### config.mk
export PLATFORM = sky130hd
export DESIGN_NAME = align_2rw
export DESIGN_NICKNAME = d
export VERILOG_FILES = /design/src/hdl/align_pkg.sv /design/src/hdl/align_2rw.sv
export SDC_FILE = /design/constraint.sdc
export NUM_CORES = 1
export LEC_CHECK = 0
export BUFFER_PORTS_ARGS = -buffer_cell sky130_fd_sc_hd__buf_4
export CELL_PAD_IN_SITES_DETAIL_PLACEMENT = 0
export CELL_PAD_IN_SITES_GLOBAL_PLACEMENT = 1
export CORE_AREA = 2 2 308 310
export CTS_CLUSTER_DIAMETER = 80
export DETAILED_ROUTE_END_ITERATION = 10
export DIE_AREA = 0 0 310 312
export GPL_ROUTABILITY_DRIVEN = 0
export PLACE_DENSITY = 0.67
export SYNTH_ARGS = -nofsm -noshare
export SYNTH_HDL_FRONTEND = slang
export SYNTH_SLANG_ARGS = --single-unit
### constraint.sdc
create_clock -name clk -period 13.5 [get_ports clk]
set_clock_uncertainty 0.2 [all_clocks]
set_input_delay 1.35 -clock clk [delete_from_list [all_inputs] [get_ports clk]]
set_output_delay 1.35 -clock clk [all_outputs]
set_load 0.01 [all_outputs]
### src/hdl/align_pkg.sv
`default_nettype none

package align_pkg;

  // user data word and stored word with parity on top.
  localparam int WIDTH   = 32;
  localparam int MEMWDTH = WIDTH + 1;

  // row geometry, three words per row.
  localparam int NUMWRDS = 3;
  localparam int BITWRDS = 2;
  localparam int NUMSROW = 80;
  localparam int BITSROW = 7;

  // logical address space.
  localparam int NUMADDR = 240;
  localparam int BITADDR = 8;
  localparam int BITPADR = BITWRDS + BITSROW;

  typedef struct packed {
    logic             par;
    logic [WIDTH-1:0] data;
  } mem_word_t;

  // one sram row, as raw bits or as word lanes.
  typedef union packed {
    logic [NUMWRDS*MEMWDTH-1:0] flat;
    mem_word_t [NUMWRDS-1:0]    lane;
  } mem_row_u;

  typedef struct packed {
    logic               write;
    logic               read;
    logic [BITADDR-1:0] addr;
    logic [WIDTH-1:0]   din;
  } port_req_t;

  typedef struct packed {
    logic [WIDTH-1:0]   dout;
    logic               serr;
    logic [BITPADR-1:0] padr;
  } port_rsp_t;

  // lane sits above row, same order as padr.
  typedef struct packed {
    logic [BITWRDS-1:0] lane;
    logic [BITSROW-1:0] row;
  } phys_addr_t;

  typedef struct packed {
    logic               write;
    logic               read;
    logic [BITSROW-1:0] addr;
    mem_row_u           bw;
    mem_row_u           din;
  } sram_cmd_t;

endpackage

`default_nettype wire

### src/hdl/align_2rw.sv
`default_nettype none

module align_2rw import align_pkg::*; #(
  parameter int PARITY     = 1,
  parameter int SRAM_DELAY = 2,
  parameter int FLOPMEM    = 0
) (
  input  logic       clk,
  input  logic       rst,
  input  port_req_t  req0,
  input  port_req_t  req1,
  input  phys_addr_t pa0,
  input  phys_addr_t pa1,
  output sram_cmd_t  cmd0,
  output sram_cmd_t  cmd1,
  input  mem_row_u   rdata0,
  input  mem_row_u   rdata1,
  output port_rsp_t  rsp0,
  output port_rsp_t  rsp1
);

  localparam int DEPTH = SRAM_DELAY + FLOPMEM;

  // what a read carries down the delay line.
  typedef struct packed {
    phys_addr_t       pa;
    logic             fwd;
    logic [WIDTH-1:0] word;
  } rd_tag_t;

  port_req_t  req   [2];
  phys_addr_t pa    [2];
  sram_cmd_t  cmd   [2];
  mem_row_u   rdata [2];
  port_rsp_t  rsp   [2];

  assign req[0]   = req0;
  assign req[1]   = req1;
  assign pa[0]    = pa0;
  assign pa[1]    = pa1;
  assign rdata[0] = rdata0;
  assign rdata[1] = rdata1;
  assign cmd0     = cmd[0];
  assign cmd1     = cmd[1];
  assign rsp0     = rsp[0];
  assign rsp1     = rsp[1];

  // merge buffer.
  logic               buf_vld;
  logic [BITSROW-1:0] buf_row;
  logic [NUMWRDS-1:0] buf_msk;
  mem_row_u           buf_dat;
  mem_row_u           buf_merge;

  mem_word_t          wrd      [2];
  logic [NUMWRDS-1:0] lane_msk [2];
  mem_row_u           lane_row [2];
  logic               hit      [2];
  logic               wr_hit   [2];
  logic               conf     [2];
  logic               same_row;
  logic               ww_same;
  logic               cw;

  function automatic mem_row_u put_word(mem_row_u row, logic [BITWRDS-1:0] idx,
                                        mem_word_t word);
    mem_row_u res;
    res = row;
    res.lane[idx] = word;
    return res;
  endfunction

  // one lane mask bit covers a whole stored word.
  function automatic mem_row_u expand_mask(logic [NUMWRDS-1:0] msk);
    mem_row_u res;
    for (int i = 0; i < NUMWRDS; i++) begin
      res.lane[i] = mem_word_t'({MEMWDTH{msk[i]}});
    end
    return res;
  endfunction

  always_comb begin
    same_row = pa[0].row == pa[1].row;
    ww_same  = req[0].write && req[1].write && same_row;
    for (int p = 0; p < 2; p++) begin
      wrd[p].par  = (PARITY != 0) && (^req[p].din);
      wrd[p].data = req[p].din;
      lane_msk[p] = '0;
      lane_msk[p][pa[p].lane] = 1'b1;
      lane_row[p] = put_word('0, pa[p].lane, wrd[p]);
      hit[p]      = buf_vld && (pa[p].row == buf_row);
      wr_hit[p]   = req[p].write && hit[p];
    end
    // write on one port against a read of the same row on the other.
    conf[0] = req[0].write && req[1].read && same_row;
    conf[1] = req[1].write && req[0].read && same_row;
    cw      = conf[1];
  end

  // port 1 merges last so it wins on a shared lane.
  always_comb begin
    buf_merge = buf_dat;
    if (wr_hit[0]) begin
      buf_merge.lane[pa[0].lane] = wrd[0];
    end
    if (wr_hit[1]) begin
      buf_merge.lane[pa[1].lane] = wrd[1];
    end
  end

  always_ff @(posedge clk) begin
    if (rst) begin
      buf_vld <= 1'b0;
      buf_msk <= '0;
    end else if (conf[0] || conf[1]) begin
      buf_vld <= 1'b1;
      buf_row <= pa[cw].row;
      if (hit[cw]) begin
        buf_msk <= buf_msk | lane_msk[cw];
        buf_dat <= buf_merge;
      end else begin
        // old contents go out on this cycle's sram write.
        buf_msk <= lane_msk[cw];
        buf_dat <= lane_row[cw];
      end
    end else if (wr_hit[0] || wr_hit[1]) begin
      buf_msk <= buf_msk
                 | (wr_hit[0] ? lane_msk[0] : '0)
                 | (wr_hit[1] ? lane_msk[1] : '0);
      buf_dat <= buf_merge;
    end
  end

  // sram commands.
  always_comb begin
    for (int p = 0; p < 2; p++) begin
      cmd[p].read  = req[p].read;
      cmd[p].write = req[p].write && !(conf[p] && (!buf_vld || hit[p]));
      cmd[p].addr  = conf[p] ? buf_row : pa[p].row;
      cmd[p].bw    = conf[p] ? expand_mask(buf_msk) : expand_mask(lane_msk[p]);
      cmd[p].din   = conf[p] ? buf_dat : lane_row[p];
    end
    // same-row writes travel together on port 1.
    if (ww_same) begin
      cmd[0].write = 1'b0;
      cmd[1].bw    = expand_mask(lane_msk[0] | lane_msk[1]);
      cmd[1].din   = put_word(lane_row[0], pa[1].lane, wrd[1]);
    end
  end

  // read delay line.
  rd_tag_t tag_in   [2];
  rd_tag_t tag_q    [2][DEPTH];
  rd_tag_t last_tag [2];

  always_comb begin
    for (int p = 0; p < 2; p++) begin
      tag_in[p].pa   = pa[p];
      tag_in[p].fwd  = req[p].read && hit[p] && buf_msk[pa[p].lane];
      tag_in[p].word = buf_dat.lane[pa[p].lane].data;
    end
  end

  always_ff @(posedge clk) begin
    for (int p = 0; p < 2; p++) begin
      tag_q[p][0] <= tag_in[p];
      for (int s = 1; s < DEPTH; s++) begin
        tag_q[p][s] <= tag_q[p][s-1];
      end
    end
  end

  mem_row_u rd_row [2];

  generate
    if (FLOPMEM != 0) begin : g_flopmem
      always_ff @(posedge clk) begin
        rd_row[0] <= rdata[0];
        rd_row[1] <= rdata[1];
      end
    end else begin : g_noflopmem
      assign rd_row[0] = rdata[0];
      assign rd_row[1] = rdata[1];
    end
  endgenerate

  // lane select, parity check and physical address.
  mem_word_t raw [2];

  always_comb begin
    for (int p = 0; p < 2; p++) begin
      last_tag[p]  = tag_q[p][DEPTH-1];
      raw[p]       = rd_row[p].lane[last_tag[p].pa.lane];
      rsp[p].dout  = last_tag[p].fwd ? last_tag[p].word : raw[p].data;
      rsp[p].serr  = (PARITY != 0) && !last_tag[p].fwd && (^raw[p]);
      rsp[p].padr  = last_tag[p].pa;
    end
  end

endmodule

`default_nettype wire

==> results of run 1 <==
## metal layers
layer,vias to the layer above,GRT usage [%],part of all wire [%]
li1,9587,-,-
met1,10000,28.2,42
met2,1032,35.4,47
met3,166,3.65,7.7
met4,0,8.19,3.8
met5,-,0,0
## cell families after synthesis
family	count (synthesis)	share of synthesized area, %
AOI/OAI and AO/OA	650	20.8
and+or+nand+nor	635	12.3
buffers and inverters	504	14.2
muxes	315	15.3
DFF	278	31.2
xor gates and xnor gates	145	6.17
## cell usage after synthesis (all sizes together), types with 8 or more instances
library cell / count
o22ai: 8
nor2b: 8
and3: 19
nor2: 167
dfxtp: 172
mux2i: 229
mux2: 86
a221o: 96
o211ai: 10
nand2: 387
a311oi: 79
edfxtp: 106
xor2: 22
nor4: 35
xnor2: 121
o21ai: 277
o2bb2ai: 57
a21oi: 88
a31oi: 19
clkbuf: 147
buf: 354
## through the flow
| stage | worst slack, ns | total power, W |
|---|---|---|
| 2_1_floorplan | 6.05 | 0.00136 |
| 5_1_grt | 5.39 | 0.00288 |
| 3_3_place_gp | 5.59 | 0.00175 |
| 3_5_place_dp | 5.60 | 0.00175 |
| 6_report | 5.62 | 0.00276 |
| 4_1_cts | 5.60 | 0.00281 |
## sequential cells by signal, indices dropped and copies added, names as in the netlist
register / flops
tag_q: 168
buf_vld: 1
buf_row: 7
buf_msk: 3
buf_dat: 99
## power by group
group | total, W | leakage (nW) | switching [W] | internal, W
Sequential | 0.000908 | 2.40 | 0.0000143 | 0.000893
Clock | 0.00105 | 0.635 | 0.000435 | 0.000611
Combinational | 0.000810 | 8.27 | 0.000462 | 0.000348
Total | 0.00276 | 11.3 | 0.000911 | 0.00185
## placed cells by master (no fill, tap or decap), types with 4 or more instances in the layout
cell type and count:
buf_4 831, nand2_1 381, o21ai_0 265, mux2i_1 229, dfxtp_1 168, nor2_1 156, xnor2_1 119, edfxtp_1 106
a221o_1 96, a21oi_1 86, mux2_2 86, a311oi_1 79, o2bb2ai_1 46, clkbuf_16 43, nor4_1 34, xor2_1 22
and3_1 19, a31oi_1 18, o2bb2ai_2 11, nor2_4 10, o211ai_1 10, o21ai_1 10, clkbuf_1 10, o22ai_1 8
nand2_2 6, nor2b_4 6, diode_2 4, inv_6 4, clkbuf_8 4, dfxtp_2 4
## worst reg2reg max path: stages, from the launching register on
cell,delay [ns]
edfxtp_1,0.45
xnor2_1,0.23
nand4_1,0.26
nor3_2,0.89
buf_4,0.47
nand2b_4,0.51
buf_4,0.79
o211ai_1,0.28
o21ai_1,0.12
## path summary, 6_finish.rpt
| path | startpoint | end | cells after the start |
|---|---|---|---|
| worst max-delay path | pa0[3] | cmd1[48] | 12 |
| worst min-delay path | tag_q[1][79]$_DFF_P_ | tag_q[1][37]$_DFF_P_ | 0 |
| worst max register to register | buf_row[4]$_DFFE_PP_ | buf_dat[12]$_DFFE_PP_ | 8 |
| worst min register to register | tag_q[1][79]$_DFF_P_ | tag_q[1][37]$_DFF_P_ | 0 |
## cell type report
class                           instances  area (um^2)  share of cell area [%]
Antenna cell                            4         10.0                  0.0364
Clock buffer                           57         1170                    4.25
Clock inverter                         14          116                   0.423
Inverter                                3         11.3                  0.0409
Multi-Input combinational cell       1745        11800                    42.8
Sequential cell                       278         6630                    24.1
Tap cell                             1254         1570                    5.70
Timing Repair Buffer                  831         6240                    22.7
==> results.md, run 1 <==
* Outcome: complete, no violations
* Fin. max-slew vios at 0
* Most used cell, CP: buf_4
* Initial antenna violation count at 10
* Crit path buffers/inverters at 5
* Period utilization at 58.4%
* # rows at 112
* Clock Sinks at 278
* # setup viols final at 0
* Crit path cell chain: buf_4 -> xor2_1 -> nor4_1 -> nand4_1 -> buf_4 -> nor2_2 -> nor2_4 -> buf_4 -> nor2_4 -> buf_4 -> a221o_1 -> buf_4
* Routed len/inst at 26.5 um
* Largest net degree at the start of global routing at 107
* Share of post-route cells with drive strength above 1 at 35.2%
* Initial Utilization at 22.8%
* Crit path kind: in -> out
* Hold-fix buffers, CTS at 0
* Reg-to-reg slack, setup at 9.16 ns
* TritonCTS Buffers at 39
* First-pass GRT wire length at 151000 um
* Mapped Avg Cell Area at 8.41 um^2
* CP Data Arrival Time at 6.33 ns
* Synth Register Bits at 278
* Post-DP Area at 26200 um^2
* DR iter-0 viols at 1817
* Clock tree buffer depth at 3
* Number of distinct library cells after synthesis at 53
* Die area at 96700 um^2
* Vias per inst at 4.97
* Cell taking the most area after synthesis: dfxtp_1
* Max IR drop VDD at 0.0707 mV
* CTS resizes at 0
* Pleak at 11.3 nW
* H-tree depth at 2
* Seq/Total Area, Yosys at 31.2%
* Layout fillers at 10100
* Post-DRT Antenna Nets at 0
* IO Pins at 800
* Max-slew headroom at 17.4%
* Drt total wl at 111000 um
* Number of global-route vias before repair at 19400
* Crit path required time at 11.95 ns
* Mapped Area at 21300 um^2
* Core area at 93000 um^2
* Post-synthesis cell count at 2527
* Synth top area cells: dfxtp_1 (16%), edfxtp_1 (15%), mux2i_1 (11%)
* Setup crit start kind: input pin
* # Post-CTS Setup Buffers at 0
* YS warnings at 0
* Delay-heaviest family, CP: simple AND/OR/NAND/NOR gates
* Worst min path class: reg -> reg
* CP max-delay cell: nand4_1
* Cell area power density at 100 nW/um^2
* Fin. Hold Viols at 0
* GRT Total Usage at 21.6%
* CTS tree: built
* CP max FO at 38
* Top-area cell type share of the netlist area at 16.2%
* I/O Buffers at 783
* Vias at 20800
* DP HPWL at 79400 um
* RSZ-0062 raised after global routing: false
* Util after Layout at 29.6%
* # nets final at 3200
* Finished Cell Area at 27500 um^2
* Dpl cells at 4111
* Net Count, Synth at 2829
* Clock slew seen by the registers of the worst setup and hold paths at 0.06 ns
* DR DRC count at 0
* Max cap viols at 0
* Worst-skew pair later-pin latency at 0.56 ns
* Ys flop type: dfxtp_1
* Area growth syn-to-layout at 29.4%
* Die extent in y at 312 um
* Fmax at 0.127 GHz
* Slew @ Worst Pin at 1.24 ns
* Final Critical Period at 7.88 ns
* WHS at 0.122 ns
* CP peak stage delay at 0.99 ns
* Number of enable flip-flop cells after synthesis at 106
* Remaining Overflow, GRT at 0
* Asr flop ratio synth at 0%
* Crit. End Element: output port
* Width of the die at 310 um
* Final setup TNS at 0 ns
* Pre-antenna DRT Iters at 6
* Clock root buffer: clkbuf_16
* Finished Layout Cells at 4186
Power figures use the tool's default switching activity.
==> run 2: changes to the inputs <==
Settings changed: CORE_AREA 2 2 308 310 to 2 2 316 318, DIE_AREA 0 0 310 312 to 0 0 318 320, PLACE_DENSITY 0.67 to 0.66.
Clock period 13.5 ns to 7 ns, I/O delays scaled along.
==> results.md, run 2 (same netlist as run 1, synthesis figures left out) <==
* Outcome: complete, no violations
* Crit path kind: reg -> out
* Beginning of the critical path: tag_q[0][40]$_DFF_P_
* Most frequent cells in the layout: buf_4 (828), nand2_1 (381), o21ai_0 (265)
* Final Critical Period at 5.23 ns
* CP max FO at 35
* DP HPWL at 80800 um
* Met3 usage at 3.88%
* Vias at 20700
* CTS resizes at 0
* Pre-antenna DRT Iters at 7
* Max IR drop VDD at 0.189 mV
* Dpl cells at 4144
* CP Data Arrival Time at 4.33 ns
* DR DRC count at 0
* Area growth syn-to-layout at 30.0%
* Reg-to-reg slack, setup at 3.12 ns
* Clock root buffer: clkbuf_16
* CTS tree: built
* DR iter-0 viols at 1751
* IO Pins at 800
* Crit path required time at 6.10 ns
* # rows at 115
* # nets final at 3200
* Hold-fix buffers, CTS at 0
* Reg2Reg Depth at 8
* Commonest non-fill, non-tap cell in the layout: buf_4
* Width of the die at 318 um
* GRT met2 Usage at 35.2%
* Share of post-route cells with drive strength above 1 at 35.3%
* Fin. Hold Viols at 0
* Worst slack, placed at 1.91 ns
* Drt total wl at 111000 um
* Crit. End Element: output port
* Layout fillers at 10600
* Setup crit start kind: flip-flop
* Clock Sinks at 278
* Die extent in y at 320 um
* TritonCTS Buffers at 39
* GRT Total Usage at 20.6%
* Finished Layout Cells at 4218
* # setup viols final at 0
* RSZ-0062 raised after global routing: false
* Max reg flops at 168
* Max cap viols at 0
* Period utilization at 74.7%
* Routed len/inst at 26.2 um
* Cell area power density at 194 nW/um^2
* Post-DRT Antenna Nets at 0
* Core area at 98000 um^2
* Slew @ Worst Pin at 1.08 ns
* Busiest layer in global routing: met2
* Global routing usage on met1 at 26.6%
* Fin. max-slew vios at 0
* Max-slew headroom at 27.4%
* Post-DP Area at 26300 um^2
* Number of global-route vias before repair at 19800
* Finished Cell Area at 27600 um^2
* First-pass GRT wire length at 153000 um
* HP Start: pa1[3]
* Vias per inst at 4.90
* Leading registers by flop count: tag_q: 168 flops, buf_dat: 99 flops, buf_row: 7 flops
* PnR worst setup slack at 1.77 ns
* Largest Register: tag_q
* Initial antenna violation count at 6
* I/O Buffers at 783
* Final setup TNS at 0 ns
* Clock slew seen by the registers of the worst setup and hold paths at 0.06 ns
* Hold Path Depth at 1
* Origin of the critical flop-to-flop path: buf_row[0]$_DFFE_PP_
* Largest net degree at the start of global routing at 87
* Worst-skew pair later-pin latency at 0.56 ns
* Die area at 102000 um^2
* Worst min path class: in -> reg
* Initial Utilization at 21.7%
* Fmax at 0.191 GHz
* H-tree depth at 2
* Pleak at 11.3 nW
* Remaining Overflow, GRT at 0
* R2r endpoint: buf_dat[90]$_DFFE_PP_
* Clock tree buffer depth at 3
* # Post-CTS Setup Buffers at 0
* Hold Path End: tag_q[1][78]$_DFF_P_
-- run 2: cell count changes in the layout (fill, tap and decap cells not counted), moves of 2 or more --
cell,delta
inv_8,-3
diode_2,-2
clkbuf_16,-2
clkinv_2,+2
clkinv_4,-2
clkbuf_1,-2
clkbuf_8,+4
bufinv_16,+2
buf_12,+3
buf_4,-3
clkinvlp_4,+2
-- run 2: per-layer routing --
layer	part of all wire [%]	routed length, um	up-vias
li1	-	-	9576
met1	42	46200	9953
met2	48	53400	1026
met3	7.8	8580	105
met4	2.3	2510	0
met5	0	0	-
-- run 2: critical path: stages, from the launching register on --
cell and delay, ns:
dfxtp_2 0.31, buf_4 0.42, nor2b_4 0.95, o2bb2ai_1 0.31, xnor2_1 0.14, xnor2_1 0.15, xnor2_1 0.53, xnor3_1 0.32
xnor2_1 0.13, nor2_1 0.28, buf_4 0.19
-- run 2: per-stage QoR --
step           utilization, %  hold WS (ns)  power (W)
6_report                 28.2        0.0783    0.00536
5_1_grt                  28.2        0.0535    0.00559
4_1_cts                  28.2        0.0415    0.00546
3_5_place_dp             26.8         0.112    0.00336
3_3_place_gp             26.8         0.110    0.00337
2_1_floorplan               -         0.110    0.00263
-- run 2: layout make-up --
class	instances	area, um^2	share of cell area, %
clock inverter	15	160	0.580
antenna	2	5.00	0.0181
clock buffer	57	1170	4.22
tap	1287	1610	5.83
sequential	278	6630	24.0
timing repair buffer	831	6280	22.7
multi-input combinational	1745	11800	42.6
inverter	3	11.3	0.0408
-- run 2: worst max-delay path by stage --
stage,end,slack [ns]
global placement,cmd1[21],1.91
global route,rsp0[9],1.54
CTS,rsp0[9],1.60
finish,rsp0[9],1.77
detailed placement,cmd1[148],1.91
floorplan,buf_msk[2]$_SDFFE_PP0P_,0.20
-- run 2: where the power goes --
part / total [W] / leakage (nW) / switching [W] / internal (W)
Clock: 0.00206 / 0.649 / 0.000825 / 0.00124
Sequential: 0.00176 / 2.40 / 0.0000330 / 0.00172
Combinational: 0.00154 / 8.28 / 0.000870 / 0.000672
