File: config.mk
export PLATFORM = sky130hd
export DESIGN_NAME = np2_addr
export DESIGN_NICKNAME = d
export VERILOG_FILES = /design/src/hdl/align_pkg.sv /design/src/hdl/np2_addr.sv
export SDC_FILE = /design/constraint.sdc
export NUM_CORES = 1
export LEC_CHECK = 0
export ABC_AREA = 1
export CAP_MARGIN = 30
export CORE_MARGIN = 2
export CORE_UTILIZATION = 50
export DETAILED_ROUTE_END_ITERATION = 10
export DONT_BUFFER_PORTS = 1
export GPL_TIMING_DRIVEN = 0
export PLACE_DENSITY = 0.72
export SLEW_MARGIN = 20
export SYNTH_ARGS = -nofsm -noshare
export SYNTH_HDL_FRONTEND = slang
export SYNTH_SLANG_ARGS = --single-unit
File: constraint.sdc
create_clock -name vclk -period 4.9
set_input_delay 0.735 -clock vclk [all_inputs]
set_output_delay 0.735 -clock vclk [all_outputs]
set_load 0.05 [all_outputs]
File: src/hdl/align_pkg.sv
`default_nettype none

package align_pkg;

  // user data word and stored word with parity on top.
  localparam int WIDTH   = 32;
  localparam int MEMWDTH = WIDTH + 1;

  // row geometry, three words per row.
  localparam int NUMWRDS = 3;
  localparam int BITWRDS = 2;
  localparam int NUMSROW = 80;
  localparam int BITSROW = 7;

  // logical address space.
  localparam int NUMADDR = 240;
  localparam int BITADDR = 8;
  localparam int BITPADR = BITWRDS + BITSROW;

  typedef struct packed {
    logic             par;
    logic [WIDTH-1:0] data;
  } mem_word_t;

  // one sram row, as raw bits or as word lanes.
  typedef union packed {
    logic [NUMWRDS*MEMWDTH-1:0] flat;
    mem_word_t [NUMWRDS-1:0]    lane;
  } mem_row_u;

  typedef struct packed {
    logic               write;
    logic               read;
    logic [BITADDR-1:0] addr;
    logic [WIDTH-1:0]   din;
  } port_req_t;

  typedef struct packed {
    logic [WIDTH-1:0]   dout;
    logic               serr;
    logic [BITPADR-1:0] padr;
  } port_rsp_t;

  // lane sits above row, same order as padr.
  typedef struct packed {
    logic [BITWRDS-1:0] lane;
    logic [BITSROW-1:0] row;
  } phys_addr_t;

  typedef struct packed {
    logic               write;
    logic               read;
    logic [BITSROW-1:0] addr;
    mem_row_u           bw;
    mem_row_u           din;
  } sram_cmd_t;

endpackage

`default_nettype wire

File: src/hdl/np2_addr.sv
`default_nettype none

module np2_addr import align_pkg::*; (
  input  logic [BITADDR-1:0] vaddr,
  output phys_addr_t         padr
);

  generate
    if ((1 << BITWRDS) == NUMWRDS) begin : g_pow2
      // power of two, plain bit slicing.
      assign padr.lane = vaddr[BITWRDS-1:0];
      assign padr.row  = BITSROW'(vaddr >> BITWRDS);
    end else begin : g_np2
      // general case, divide and remainder by the row size.
      assign padr.lane = BITWRDS'(vaddr % NUMWRDS);
      assign padr.row  = BITSROW'(vaddr / NUMWRDS);
    end
  endgenerate

endmodule

`default_nettype wire

==> results of run 1 <==
area by class of cell:
cell class,instances,share of cell area
Multi-Input combinational cell,88,0.789
Timing Repair Buffer,9,0.0699
Buffer,2,0.0233
Tap cell,15,0.0194
Inverter,20,0.0984
report_power, final:
part	switching [uW]	internal, uW
Clock	0	0
Sequential	0	0
Combinational	160	80.5
worst max-delay path: cells and delay by family:
kind          cells  cell delay (ns)
simple gates     21             2.54
fa+ha+maj         3             0.53
buf+inv           4             0.24
xor+xnor          1             0.19
path summary, 6_finish.rpt:
path      end  slack, ns  cells after the start
max   padr[8]       -0.1                     29
min   padr[4]       1.68                      2
cells in the mapped netlist:
cell type	instances	share of area
sky130_fd_sc_hd__inv_1	13	0.073
sky130_fd_sc_hd__inv_2	5	0.028
sky130_fd_sc_hd__nor2_2	2	0.019
sky130_fd_sc_hd__nand2_2	13	0.12
sky130_fd_sc_hd__ha_1	3	0.056
sky130_fd_sc_hd__buf_6	1	0.017
sky130_fd_sc_hd__buf_2	1	0.0075
sky130_fd_sc_hd__nand2_4	3	0.050
sky130_fd_sc_hd__nand2_1	24	0.13
sky130_fd_sc_hd__nand3b_1	1	0.011
sky130_fd_sc_hd__nand3_4	1	0.026
sky130_fd_sc_hd__clkinv_8	1	0.024
sky130_fd_sc_hd__nor2_1	5	0.028
sky130_fd_sc_hd__o21ai_1	3	0.022
sky130_fd_sc_hd__clkinv_2	1	0.0075
sky130_fd_sc_hd__xor2_1	2	0.026
sky130_fd_sc_hd__nor2_4	2	0.034
sky130_fd_sc_hd__nand4_1	5	0.047
sky130_fd_sc_hd__nand3_1	12	0.090
sky130_fd_sc_hd__nand4_2	1	0.019
sky130_fd_sc_hd__nand3_2	10	0.15
sky130_fd_sc_hd__a31oi_1	1	0.0094
cells by family after synthesis:
kind of cell | synth area share
buffers and inverters | 0.157
xor gates and xnor gates | 0.0262
and+or+nand+nor | 0.729
AOI/OAI and AO/OA | 0.0318
adders and majority gates | 0.0561
what timing repair did:
item | 4_1_cts | 5_1_grt
hold endpoints to repair | 0 | 0
pin swaps | 18 | 0
gates resized for setup | 9 | 2
setup buffers | 8 | 1
setup endpoints to repair | 3 | 3
metrics by stage:
stage	area, sq um	cells
after floorplan	820	110
after global placement	838	125
after detailed placement	838	125
after CTS	948	133
after global routing	966	134
final	966	134
layer usage:
| layer | GRT usage | vias up |
|---|---|---|
| met1 | 0.260 | 312 |
| met3 | 0.00556 | 2 |
| li1 | - | 372 |
| met5 | 0 | - |
| met4 | 0.0417 | 0 |
| met2 | 0.385 | 15 |
==> run_summary.xml, run 1 <==
<?xml version="1.0" encoding="UTF-8"?>
<metrics>
  <group name="pwr">
    <metric name="p_total" unit="uW">241</metric>
    <metric name="static-leakage-power" unit="uW">0.000476</metric>
    <metric name="power-per-cell-area" unit="nW/um^2">249</metric>
    <metric name="worst_ir_drop_vdd" unit="uV">118</metric>
  </group>
  <group name="routing">
    <metric name="routed_wl" unit="mm">1.46</metric>
    <metric name="met3WireLength" unit="microns">39</metric>
    <metric name="met2WireLength" unit="microns">825</metric>
    <metric name="vias" unit="">701</metric>
    <metric name="detail-route-antenna-nets" unit="">0</metric>
    <metric name="initialDrtViolationCount" unit="">6</metric>
    <metric name="drt_pre_antenna_iters" unit="">5</metric>
    <metric name="vias_per_cell" unit="">5.23</metric>
    <metric name="maxUsedRoutingLayer" unit="">met4</metric>
    <metric name="drc_errors" unit="">0</metric>
    <metric name="wirelength_met1" unit="microns">589</metric>
    <metric name="drt-wirelength-per-cell" unit="microns">10.9</metric>
  </group>
  <group name="grt">
    <metric name="first_global_vias" unit="">641</metric>
    <metric name="wire_length_of_the_first_global_routing_pass" unit="mm">2.45</metric>
    <metric name="grt_start_max_net_pins" unit="">11</metric>
    <metric name="overflow" unit="">0</metric>
    <metric name="grt_antenna_before_repair" unit="">0</metric>
    <metric name="gr-usage-all-layers" unit="">0.207</metric>
  </group>
  <group name="timing">
    <metric name="min_period_over_period" unit="">1.02</metric>
    <metric name="max_slew_margin_vs_limit" unit="">0.720</metric>
    <metric name="finalHoldViolCount" unit="">0</metric>
    <metric name="layout_setup_ws" unit="ns">-0.0961</metric>
    <metric name="grt_setup_unrepaired" unit="">yes</metric>
    <metric name="fin_crit" unit="ns">5.00</metric>
    <metric name="slew_violations" unit="">0</metric>
    <metric name="worst_slew_pin_slew" unit="ns">0.419</metric>
    <metric name="whs" unit="ns">1.68</metric>
    <metric name="setup-tns-final" unit="ns">-0.167</metric>
    <metric name="report.final.setup_viol" unit="">2</metric>
    <metric name="achievable-frequency" unit="GHz">0.200</metric>
  </group>
  <group name="layout">
    <metric name="finish.utilization" unit="">0.761</metric>
    <metric name="clock_buffer_count" unit="">0</metric>
    <metric name="flow.area_growth_from_synthesis" unit="%">44.3</metric>
    <metric name="fin_nets" unit="">132</metric>
    <metric name="proportion_of_layout_cells_with_a_drive_suffix_above_1" unit="">0.538</metric>
    <metric name="num_antenna_cells" unit="">0</metric>
    <metric name="final_cell_mix" unit="">sky130_fd_sc_hd__nand2_1, sky130_fd_sc_hd__nand3_1, sky130_fd_sc_hd__nand2_2, sky130_fd_sc_hd__inv_1, sky130_fd_sc_hd__nand2_4</metric>
    <metric name="layout.cells.most_common" unit="">sky130_fd_sc_hd__nand2_1</metric>
    <metric name="flip_flop_and_latch_area" unit="sq um">0</metric>
    <metric name="final.fill_count" unit="">89</metric>
    <metric name="area_of_the_multi_input_gates" unit="sq um">762</metric>
    <metric name="layout.sequential_cells" unit="">0</metric>
  </group>
  <group name="placed_design">
    <metric name="worst_case_setup_slack_after_placement" unit="ns">-0.392</metric>
    <metric name="dp_hpwl" unit="mm">1.15</metric>
    <metric name="placement.io_buffers" unit="">0</metric>
    <metric name="finalWeightedCongestion" unit="">0.677</metric>
  </group>
  <group name="critical_path">
    <metric name="slowest_stage_cell_cp" unit="">sky130_fd_sc_hd__nand4_4</metric>
    <metric name="timing.critical_path.to_type" unit="">output pin</metric>
    <metric name="critical_path_arrival" unit="ns">4.26</metric>
    <metric name="cp.required" unit="ns">4.16</metric>
    <metric name="cp_slowest_stage_delay" unit="ns">0.24</metric>
    <metric name="worstSetupPathType" unit="">in2out</metric>
    <metric name="startpoint_type" unit="">primary input</metric>
    <metric name="crit_path_start" unit="">vaddr[6]</metric>
    <metric name="path_max_fanout" unit="">7</metric>
  </group>
  <group name="worst_hold_path">
    <metric name="hold_start" unit="">vaddr[4]</metric>
    <metric name="min-delay-path-class" unit="">in2out</metric>
  </group>
  <group name="logic_synthesis">
    <metric name="synth.yosys.warnings" unit="">0</metric>
    <metric name="synth.yosys.seq_area_share" unit="">0</metric>
    <metric name="post_synth_num_cell_types" unit="">22</metric>
    <metric name="postSynthNetCount" unit="">121</metric>
    <metric name="post_synth_instance_area" unit="sq um">669</metric>
    <metric name="synthesis.instances" unit="">110</metric>
    <metric name="synth_area_per_cell" unit="sq um">6.09</metric>
  </group>
  <group name="die">
    <metric name="die_area" unit="sq um">1650</metric>
    <metric name="pin_count" unit="">17</metric>
    <metric name="floorplan.initialDensity" unit="">0.528</metric>
    <metric name="die_h" unit="microns">40.6</metric>
    <metric name="core_region_area" unit="sq um">1270</metric>
    <metric name="fp-row-count" unit="">13</metric>
    <metric name="chipWidth" unit="microns">40.6</metric>
  </group>
  <group name="job">
    <metric name="cap_viol_max_count" unit="">0</metric>
  </group>
  <group name="status">
    <metric name="violated_checks" unit="">setup timing</metric>
    <metric name="outcome" unit="">complete, but fails checks</metric>
  </group>
  <group name="clock_tree">
    <metric name="cts_hold_buffers" unit="">0</metric>
  </group>
</metrics>
No activity file was read; power rests on OpenSTA's default activity.
==> inputs of run 2 (changes only) <==
--- a/config.mk
+++ b/config.mk
@@ -5,7 +5,7 @@
 export SDC_FILE = /design/constraint.sdc
 export NUM_CORES = 1
 export LEC_CHECK = 0
-export ABC_AREA = 1
+export ABC_CLOCK_PERIOD_IN_PS = 4900
 export CAP_MARGIN = 30
 export CORE_MARGIN = 2
 export CORE_UTILIZATION = 50
==> run 2 against run 1 <==
Largest cell class unchanged; synthesized area is 17% higher; combinational power decreased by 20%; global-route usage up 5.9 points; the flow still finishes with violations (setup timing); count of clock-buffer cells in the layout did not move; die area increased by 15%.
==> run_summary.xml, run 2 <==
<?xml version="1.0" encoding="UTF-8"?>
<metrics>
  <group name="status">
    <metric name="outcome" unit="">complete, but fails checks</metric>
    <metric name="violated_checks" unit="">setup timing</metric>
  </group>
  <group name="logic_synthesis">
    <metric name="synth_simple_gate_area_frac" unit="">0.309</metric>
    <metric name="synthDominantCellAreaShare" unit="">0.0480</metric>
    <metric name="muxShareOfSynthArea" unit="">0.0448</metric>
    <metric name="synth_area_leader_cell" unit="">sky130_fd_sc_hd__a211oi_1</metric>
    <metric name="dominant_combinational_cell_family_by_area_after_synthesis" unit="">compound AO/OA/AOI/OAI gates</metric>
    <metric name="synthesis.instances" unit="">107</metric>
    <metric name="post_synthesis_share_of_cell_area_spent_on_xor_and_xnor_gates" unit="">0.0432</metric>
    <metric name="synth.yosys.warnings" unit="">0</metric>
    <metric name="yosys.area_share.adder" unit="">0.0480</metric>
    <metric name="post_synth_num_cell_types" unit="">52</metric>
    <metric name="synth.yosys.seq_area_share" unit="">0</metric>
    <metric name="post_synth_instance_area" unit="sq um">782</metric>
    <metric name="cell_types_with_the_highest_counts_after_synthesis" unit="">sky130_fd_sc_hd__a21oi_1, sky130_fd_sc_hd__nand2_1, sky130_fd_sc_hd__nand3_1, sky130_fd_sc_hd__nor2_1</metric>
    <metric name="synth_area_per_cell" unit="sq um">7.31</metric>
    <metric name="largest_cells_by_area_after_synthesis" unit="">sky130_fd_sc_hd__a211oi_1, sky130_fd_sc_hd__ha_1, sky130_fd_sc_hd__a21oi_1, sky130_fd_sc_hd__nand3_1, sky130_fd_sc_hd__a2111oi_4</metric>
    <metric name="synth-compound-area-share" unit="">0.461</metric>
    <metric name="postSynthNetCount" unit="">118</metric>
  </group>
  <group name="critical_path">
    <metric name="cp_slowest_stage_delay" unit="ns">0.41</metric>
    <metric name="path_max_fanout" unit="">5</metric>
    <metric name="cp.required" unit="ns">4.16</metric>
    <metric name="crit_chain" unit="">buf_12, buf_6, ha_4, nor4bb_4, o221ai_2, and4bb_1, a211oi_2, o22ai_2, ha_4, a31oi_4, o211ai_4, xnor2_2, ha_2, or3_4, a311oi_2, a2bb2o_4, mux2_4</metric>
    <metric name="startpoint_type" unit="">primary input</metric>
    <metric name="worstSetupPathType" unit="">in2out</metric>
    <metric name="slowest_stage_cell_cp" unit="">sky130_fd_sc_hd__mux2_4</metric>
    <metric name="critical_path_arrival" unit="ns">4.69</metric>
    <metric name="timing.critical_path.to_type" unit="">output pin</metric>
    <metric name="critPathMostFrequentCell" unit="">sky130_fd_sc_hd__ha_4</metric>
  </group>
  <group name="layout">
    <metric name="final.fill_count" unit="">125</metric>
    <metric name="final_cell_mix" unit="">sky130_fd_sc_hd__buf_4, sky130_fd_sc_hd__nand2_1, sky130_fd_sc_hd__nor2_1, sky130_fd_sc_hd__nand3_1, sky130_fd_sc_hd__a21oi_1</metric>
    <metric name="fin_nets" unit="">132</metric>
    <metric name="final_instance_area" unit="sq um">1060</metric>
    <metric name="layout.sequential_cells" unit="">0</metric>
    <metric name="clock_buffer_count" unit="">0</metric>
    <metric name="num_antenna_cells" unit="">0</metric>
    <metric name="flip_flop_and_latch_area" unit="sq um">0</metric>
    <metric name="layout.cells.most_common" unit="">sky130_fd_sc_hd__buf_4</metric>
    <metric name="proportion_of_layout_cells_with_a_drive_suffix_above_1" unit="">0.387</metric>
    <metric name="flow.area_growth_from_synthesis" unit="%">35.5</metric>
  </group>
  <group name="pwr">
    <metric name="cell_internal_pwr" unit="uW">75.5</metric>
    <metric name="worst_ir_drop_vdd" unit="uV">88.2</metric>
    <metric name="power.clock.fraction" unit="">0</metric>
    <metric name="power.net_switching" unit="uW">117</metric>
    <metric name="static-leakage-power" unit="uW">0.000401</metric>
    <metric name="swShare" unit="">0.608</metric>
    <metric name="seq_power_share" unit="">0</metric>
    <metric name="power-per-cell-area" unit="nW/um^2">182</metric>
    <metric name="p_total" unit="uW">193</metric>
    <metric name="combinational_share_of_power" unit="">1.000</metric>
  </group>
  <group name="grt">
    <metric name="grt_antenna_before_repair" unit="">0</metric>
    <metric name="overflow" unit="">0</metric>
    <metric name="gr-usage-all-layers" unit="">0.267</metric>
    <metric name="first_global_vias" unit="">856</metric>
    <metric name="grt_start_max_net_pins" unit="">11</metric>
    <metric name="wire_length_of_the_first_global_routing_pass" unit="mm">4.00</metric>
  </group>
  <group name="placed_design">
    <metric name="dp_hpwl" unit="mm">1.56</metric>
    <metric name="placement.io_buffers" unit="">0</metric>
    <metric name="dpl_cell_area" unit="sq um">906</metric>
    <metric name="finalWeightedCongestion" unit="">0.876</metric>
  </group>
  <group name="routing">
    <metric name="vias_per_cell" unit="">7.04</metric>
    <metric name="drc_errors" unit="">0</metric>
    <metric name="routed_wl" unit="mm">2.41</metric>
    <metric name="drt-wirelength-per-cell" unit="microns">17.8</metric>
    <metric name="vias" unit="">950</metric>
    <metric name="initialDrtViolationCount" unit="">39</metric>
    <metric name="drt_pre_antenna_iters" unit="">4</metric>
    <metric name="detail-route-antenna-nets" unit="">0</metric>
  </group>
  <group name="die">
    <metric name="chipWidth" unit="microns">43.5</metric>
    <metric name="floorplan.initialDensity" unit="">0.525</metric>
    <metric name="fp-row-count" unit="">14</metric>
    <metric name="core_region_area" unit="sq um">1490</metric>
    <metric name="die_h" unit="microns">43.5</metric>
    <metric name="pin_count" unit="">17</metric>
    <metric name="die_area" unit="sq um">1900</metric>
  </group>
  <group name="timing">
    <metric name="finalHoldViolCount" unit="">0</metric>
    <metric name="max_slew_margin_vs_limit" unit="">0.370</metric>
    <metric name="slew_violations" unit="">0</metric>
    <metric name="whs" unit="ns">1.59</metric>
    <metric name="layout_setup_ws" unit="ns">-0.521</metric>
    <metric name="setup-tns-final" unit="ns">-1.14</metric>
    <metric name="achievable-frequency" unit="GHz">0.184</metric>
    <metric name="min_period_over_period" unit="">1.11</metric>
    <metric name="grt_setup_unrepaired" unit="">yes</metric>
    <metric name="worst_slew_pin_slew" unit="ns">0.938</metric>
    <metric name="fin_crit" unit="ns">5.42</metric>
    <metric name="report.final.setup_viol" unit="">3</metric>
  </group>
  <group name="job">
    <metric name="cap_viol_max_count" unit="">0</metric>
  </group>
  <group name="worst_hold_path">
    <metric name="min-delay-path-class" unit="">in2out</metric>
  </group>
  <group name="clock_tree">
    <metric name="cts_hold_buffers" unit="">0</metric>
  </group>
</metrics>
[run 2: cell count changes in the layout (fill, tap and decap cells not counted), moves of 4 or more]
cell / change
sky130_fd_sc_hd__a211oi_1: +4
sky130_fd_sc_hd__a21oi_1: +5
sky130_fd_sc_hd__buf_2: +4
sky130_fd_sc_hd__buf_4: +4
sky130_fd_sc_hd__inv_1: -6
sky130_fd_sc_hd__inv_2: -7
sky130_fd_sc_hd__nand2_1: -11
sky130_fd_sc_hd__nand2_2: -10
sky130_fd_sc_hd__nand2_4: -10
sky130_fd_sc_hd__nand3_1: -5
sky130_fd_sc_hd__nand3_2: -5
sky130_fd_sc_hd__nand3_4: -7
sky130_fd_sc_hd__nand4_1: -5
sky130_fd_sc_hd__nor2b_1: +4
[run 2: final timing paths]
path | from | endpoint | depth (start not counted)
setup / recovery | vaddr[6] | padr[8] | 17
hold / removal | vaddr[0] | padr[7] | 1
[run 2: power by group through the flow]
| stage | Combinational [uW] | Clock, uW | Sequential [uW] |
|---|---|---|---|
| 6_report | 193 | 0 | 0 |
| 5_1_grt | 204 | 0 | 0 |
| 4_1_cts | 182 | 0 | 0 |
| 3_5_place_dp | 165 | 0 | 0 |
| 3_3_place_gp | 162 | 0 | 0 |
| 2_1_floorplan | 147 | 0 | 0 |
[run 2: worst max-delay path, delay by kind of cell]
family	cells	cell delay, ns
and+or+nand+nor	3	0.93
buffers and inverters	2	0.20
xor gates and xnor gates	1	0.23
adders and majority gates	3	0.62
muxes	1	0.41
AOI/OAI and AO/OA	7	1.54
[run 2: cell type report]
type	count	area, sq um	area share
inverter	5	18.8	0.0177
tap	16	20.0	0.0189
timing repair buffer	12	90.1	0.0850
buffer	10	77.6	0.0732
multi-input combinational	92	853	0.805
[run 2: routing by layer]
layer	vias to the layer above	GRT usage	wire length, microns
met5	-	0	0
met4	0	0.0364	23
met3	4	0.00417	157
met2	45	0.438	1150
met1	450	0.397	1080
li1	451	-	-
[run 2: logic make-up (layout without fill, tap and decap cells)]
| logic type | Yosys count | count (layout) |
|---|---|---|
| adders and majority gates | 3 | 3 |
| AOI/OAI and AO/OA | 43 | 43 |
| buffers and inverters | 15 | 27 |
| and+or+nand+nor | 40 | 40 |
| xor gates and xnor gates | 3 | 3 |
| muxes | 3 | 3 |
[run 2: repair_timing]
action	in CTS	in global routing
setup buffers	10	2
pin swaps	13	8
gates cloned	0	0
endpoints found under the setup margin	3	3
hold endpoints to repair	0	0
resized for setup	6	4
[run 2: per-stage QoR]
| step | utilization | std cells | setup slack [ns] |
|---|---|---|---|
| after floorplan | - | 107 | -0.646 |
| after global placement | 0.605 | 123 | -0.870 |
| after detailed placement | 0.608 | 123 | -0.916 |
| after CTS | 0.684 | 133 | -0.589 |
| after global routing | 0.712 | 135 | -0.699 |
| final | 0.712 | 135 | -0.521 |
==> inputs of run 3 (changes only) <==
--- a/config.mk
+++ b/config.mk
@@ -5,14 +5,14 @@
 export SDC_FILE = /design/constraint.sdc
 export NUM_CORES = 1
 export LEC_CHECK = 0
-export ABC_CLOCK_PERIOD_IN_PS = 4900
+export ABC_CLOCK_PERIOD_IN_PS = 4730
 export CAP_MARGIN = 30
 export CORE_MARGIN = 2
 export CORE_UTILIZATION = 50
 export DETAILED_ROUTE_END_ITERATION = 10
 export DONT_BUFFER_PORTS = 1
 export GPL_TIMING_DRIVEN = 0
-export PLACE_DENSITY = 0.72
+export PLACE_DENSITY = 0.75
 export SLEW_MARGIN = 20
 export SYNTH_ARGS = -nofsm -noshare
 export SYNTH_HDL_FRONTEND = slang
==> constraint.sdc (replaced) <==
create_clock -name vclk -period 4.73
set_input_delay 0.7095 -clock vclk [all_inputs]
set_output_delay 0.7095 -clock vclk [all_outputs]
set_load 0.05 [all_outputs]
==> run 3 against run 2 <==
The flow still finishes with violations (setup timing); hold slack got worse by 0.051 ns; count of clock-buffer cells in the layout unchanged; flip-flop and latch count unchanged; critical path type unchanged; largest power group unchanged.
==> run_summary.xml, run 3 (synthesized netlist as in run 2, its figures left out) <==
<?xml version="1.0" encoding="UTF-8"?>
<metrics>
  <group name="pwr">
    <metric name="seq_power_share" unit="">0</metric>
    <metric name="swShare" unit="">0.603</metric>
    <metric name="power.clock.fraction" unit="">0</metric>
    <metric name="combinational_share_of_power" unit="">1.000</metric>
    <metric name="static-leakage-power" unit="uW">0.000409</metric>
    <metric name="power-per-cell-area" unit="nW/um^2">187</metric>
    <metric name="cell_internal_pwr" unit="uW">78.8</metric>
    <metric name="worst_ir_drop_vdd" unit="uV">88.5</metric>
    <metric name="power.net_switching" unit="uW">120</metric>
  </group>
  <group name="die">
    <metric name="die_h" unit="microns">43.5</metric>
    <metric name="die_area" unit="sq um">1900</metric>
    <metric name="fp-row-count" unit="">14</metric>
    <metric name="floorplan.initialDensity" unit="">0.525</metric>
    <metric name="core_region_area" unit="sq um">1490</metric>
    <metric name="pin_count" unit="">17</metric>
    <metric name="chipWidth" unit="microns">43.5</metric>
  </group>
  <group name="critical_path">
    <metric name="startpoint_type" unit="">primary input</metric>
    <metric name="critical-path-top-delay-family" unit="">compound AO/OA/AOI/OAI gates</metric>
    <metric name="worstSetupPathType" unit="">in2out</metric>
    <metric name="slowest_stage_cell_cp" unit="">sky130_fd_sc_hd__mux2_4</metric>
    <metric name="cp.required" unit="ns">4.02</metric>
    <metric name="crit_chain" unit="">buf_12, buf_6, ha_4, nand2b_4, a2111oi_4, and4bb_1, a211oi_2, o22ai_2, ha_4, a31oi_4, o211ai_4, xnor2_2, ha_2, or3_4, a311oi_2, a2bb2o_4, mux2_4</metric>
    <metric name="worst-path-buf-inv" unit="">2</metric>
    <metric name="critPathMostFrequentCell" unit="">sky130_fd_sc_hd__ha_4</metric>
    <metric name="cp_slowest_stage_delay" unit="ns">0.41</metric>
    <metric name="critical_path_arrival" unit="ns">4.68</metric>
    <metric name="timing.critical_path.to_type" unit="">output pin</metric>
    <metric name="path_max_fanout" unit="">5</metric>
  </group>
  <group name="layout">
    <metric name="final_instance_area" unit="sq um">1060</metric>
    <metric name="layout.sequential_cells" unit="">0</metric>
    <metric name="area_of_the_multi_input_gates" unit="sq um">842</metric>
    <metric name="final.fill_count" unit="">125</metric>
    <metric name="layout.cells.most_common" unit="">sky130_fd_sc_hd__buf_4</metric>
    <metric name="num_antenna_cells" unit="">0</metric>
    <metric name="proportion_of_layout_cells_with_a_drive_suffix_above_1" unit="">0.388</metric>
    <metric name="final_cell_mix" unit="">sky130_fd_sc_hd__buf_4, sky130_fd_sc_hd__nand2_1, sky130_fd_sc_hd__nor2_1, sky130_fd_sc_hd__a21oi_1, sky130_fd_sc_hd__nand3_1</metric>
    <metric name="fin_nets" unit="">134</metric>
    <metric name="clock_buffer_count" unit="">0</metric>
    <metric name="flip_flop_and_latch_area" unit="sq um">0</metric>
    <metric name="finish.utilization" unit="">0.714</metric>
    <metric name="flow.area_growth_from_synthesis" unit="%">36.0</metric>
  </group>
  <group name="grt">
    <metric name="globalRouteMet3Util" unit="">0.00833</metric>
    <metric name="wire_length_of_the_first_global_routing_pass" unit="mm">3.76</metric>
    <metric name="overflow" unit="">0</metric>
    <metric name="grt_busiest_layer" unit="">met2</metric>
    <metric name="grt_start_max_net_pins" unit="">11</metric>
    <metric name="grt_antenna_before_repair" unit="">0</metric>
    <metric name="first_global_vias" unit="">832</metric>
    <metric name="use_met2" unit="">0.409</metric>
    <metric name="use_met1" unit="">0.374</metric>
    <metric name="gr-usage-all-layers" unit="">0.247</metric>
  </group>
  <group name="timing">
    <metric name="whs" unit="ns">1.54</metric>
    <metric name="worst_slew_pin_slew" unit="ns">0.941</metric>
    <metric name="slew_violations" unit="">0</metric>
    <metric name="report.final.setup_viol" unit="">3</metric>
    <metric name="fin_crit" unit="ns">5.39</metric>
    <metric name="layout_setup_ws" unit="ns">-0.659</metric>
    <metric name="setup-tns-final" unit="ns">-1.55</metric>
    <metric name="achievable-frequency" unit="GHz">0.186</metric>
    <metric name="min_period_over_period" unit="">1.14</metric>
    <metric name="grt_setup_unrepaired" unit="">yes</metric>
    <metric name="max_slew_margin_vs_limit" unit="">0.368</metric>
    <metric name="finalHoldViolCount" unit="">0</metric>
  </group>
  <group name="status">
    <metric name="violated_checks" unit="">setup timing</metric>
    <metric name="outcome" unit="">complete, but fails checks</metric>
  </group>
  <group name="worst_hold_path">
    <metric name="min-delay-path-class" unit="">in2out</metric>
  </group>
  <group name="placed_design">
    <metric name="finalWeightedCongestion" unit="">0.917</metric>
    <metric name="dp_hpwl" unit="mm">1.53</metric>
    <metric name="worst_case_setup_slack_after_placement" unit="ns">-1.04</metric>
    <metric name="placement.io_buffers" unit="">0</metric>
    <metric name="dpl_cell_area" unit="sq um">906</metric>
  </group>
  <group name="routing">
    <metric name="initialDrtViolationCount" unit="">23</metric>
    <metric name="routed_wl" unit="mm">2.34</metric>
    <metric name="vias_per_cell" unit="">6.95</metric>
    <metric name="drc_errors" unit="">0</metric>
    <metric name="vias" unit="">952</metric>
    <metric name="drt_pre_antenna_iters" unit="">4</metric>
    <metric name="drt-wirelength-per-cell" unit="microns">17.1</metric>
    <metric name="detail-route-antenna-nets" unit="">0</metric>
  </group>
  <group name="job">
    <metric name="cap_viol_max_count" unit="">0</metric>
  </group>
  <group name="clock_tree">
    <metric name="cts_hold_buffers" unit="">0</metric>
  </group>
</metrics>
-- run 3: area by class of cell --
| cell class | count | share of cell area |
|---|---|---|
| repair buffers | 14 | 0.0988 |
| multi-input cells | 92 | 0.792 |
| plain buffers | 10 | 0.0729 |
| well taps | 16 | 0.0188 |
| inverters | 5 | 0.0176 |
-- run 3: through the flow --
step	power [uW]	instances
6_report	199	137
5_1_grt	210	137
4_1_cts	185	132
3_5_place_dp	170	123
3_3_place_gp	168	123
2_1_floorplan	153	107
-- run 3: what timing repair did --
item	CTS	global route
resized for setup	5	3
setup endpoints to repair	3	3
buffers inserted	9	5
pin swaps	13	7
-- run 3: power groups by stage --
stage | Combinational, uW | Clock [uW] | Sequential [uW]
finish | 199 | 0 | 0
detailed placement | 170 | 0 | 0
floorplan | 153 | 0 | 0
global placement | 168 | 0 | 0
global route | 210 | 0 | 0
CTS | 185 | 0 | 0
-- run 3: routing by layer --
layer | up-vias | routed length [microns]
met5 | - | 0
li1 | 451 | -
met4 | 0 | 10
met1 | 459 | 1080
met2 | 40 | 1090
met3 | 2 | 150
-- run 3: path summary, 6_finish.rpt --
check                 startpoint      end  slack (ns)  cells after the start
worst max-delay path    vaddr[6]  padr[8]       -0.66                     17
worst min-delay path    vaddr[0]  padr[7]        1.54                      1
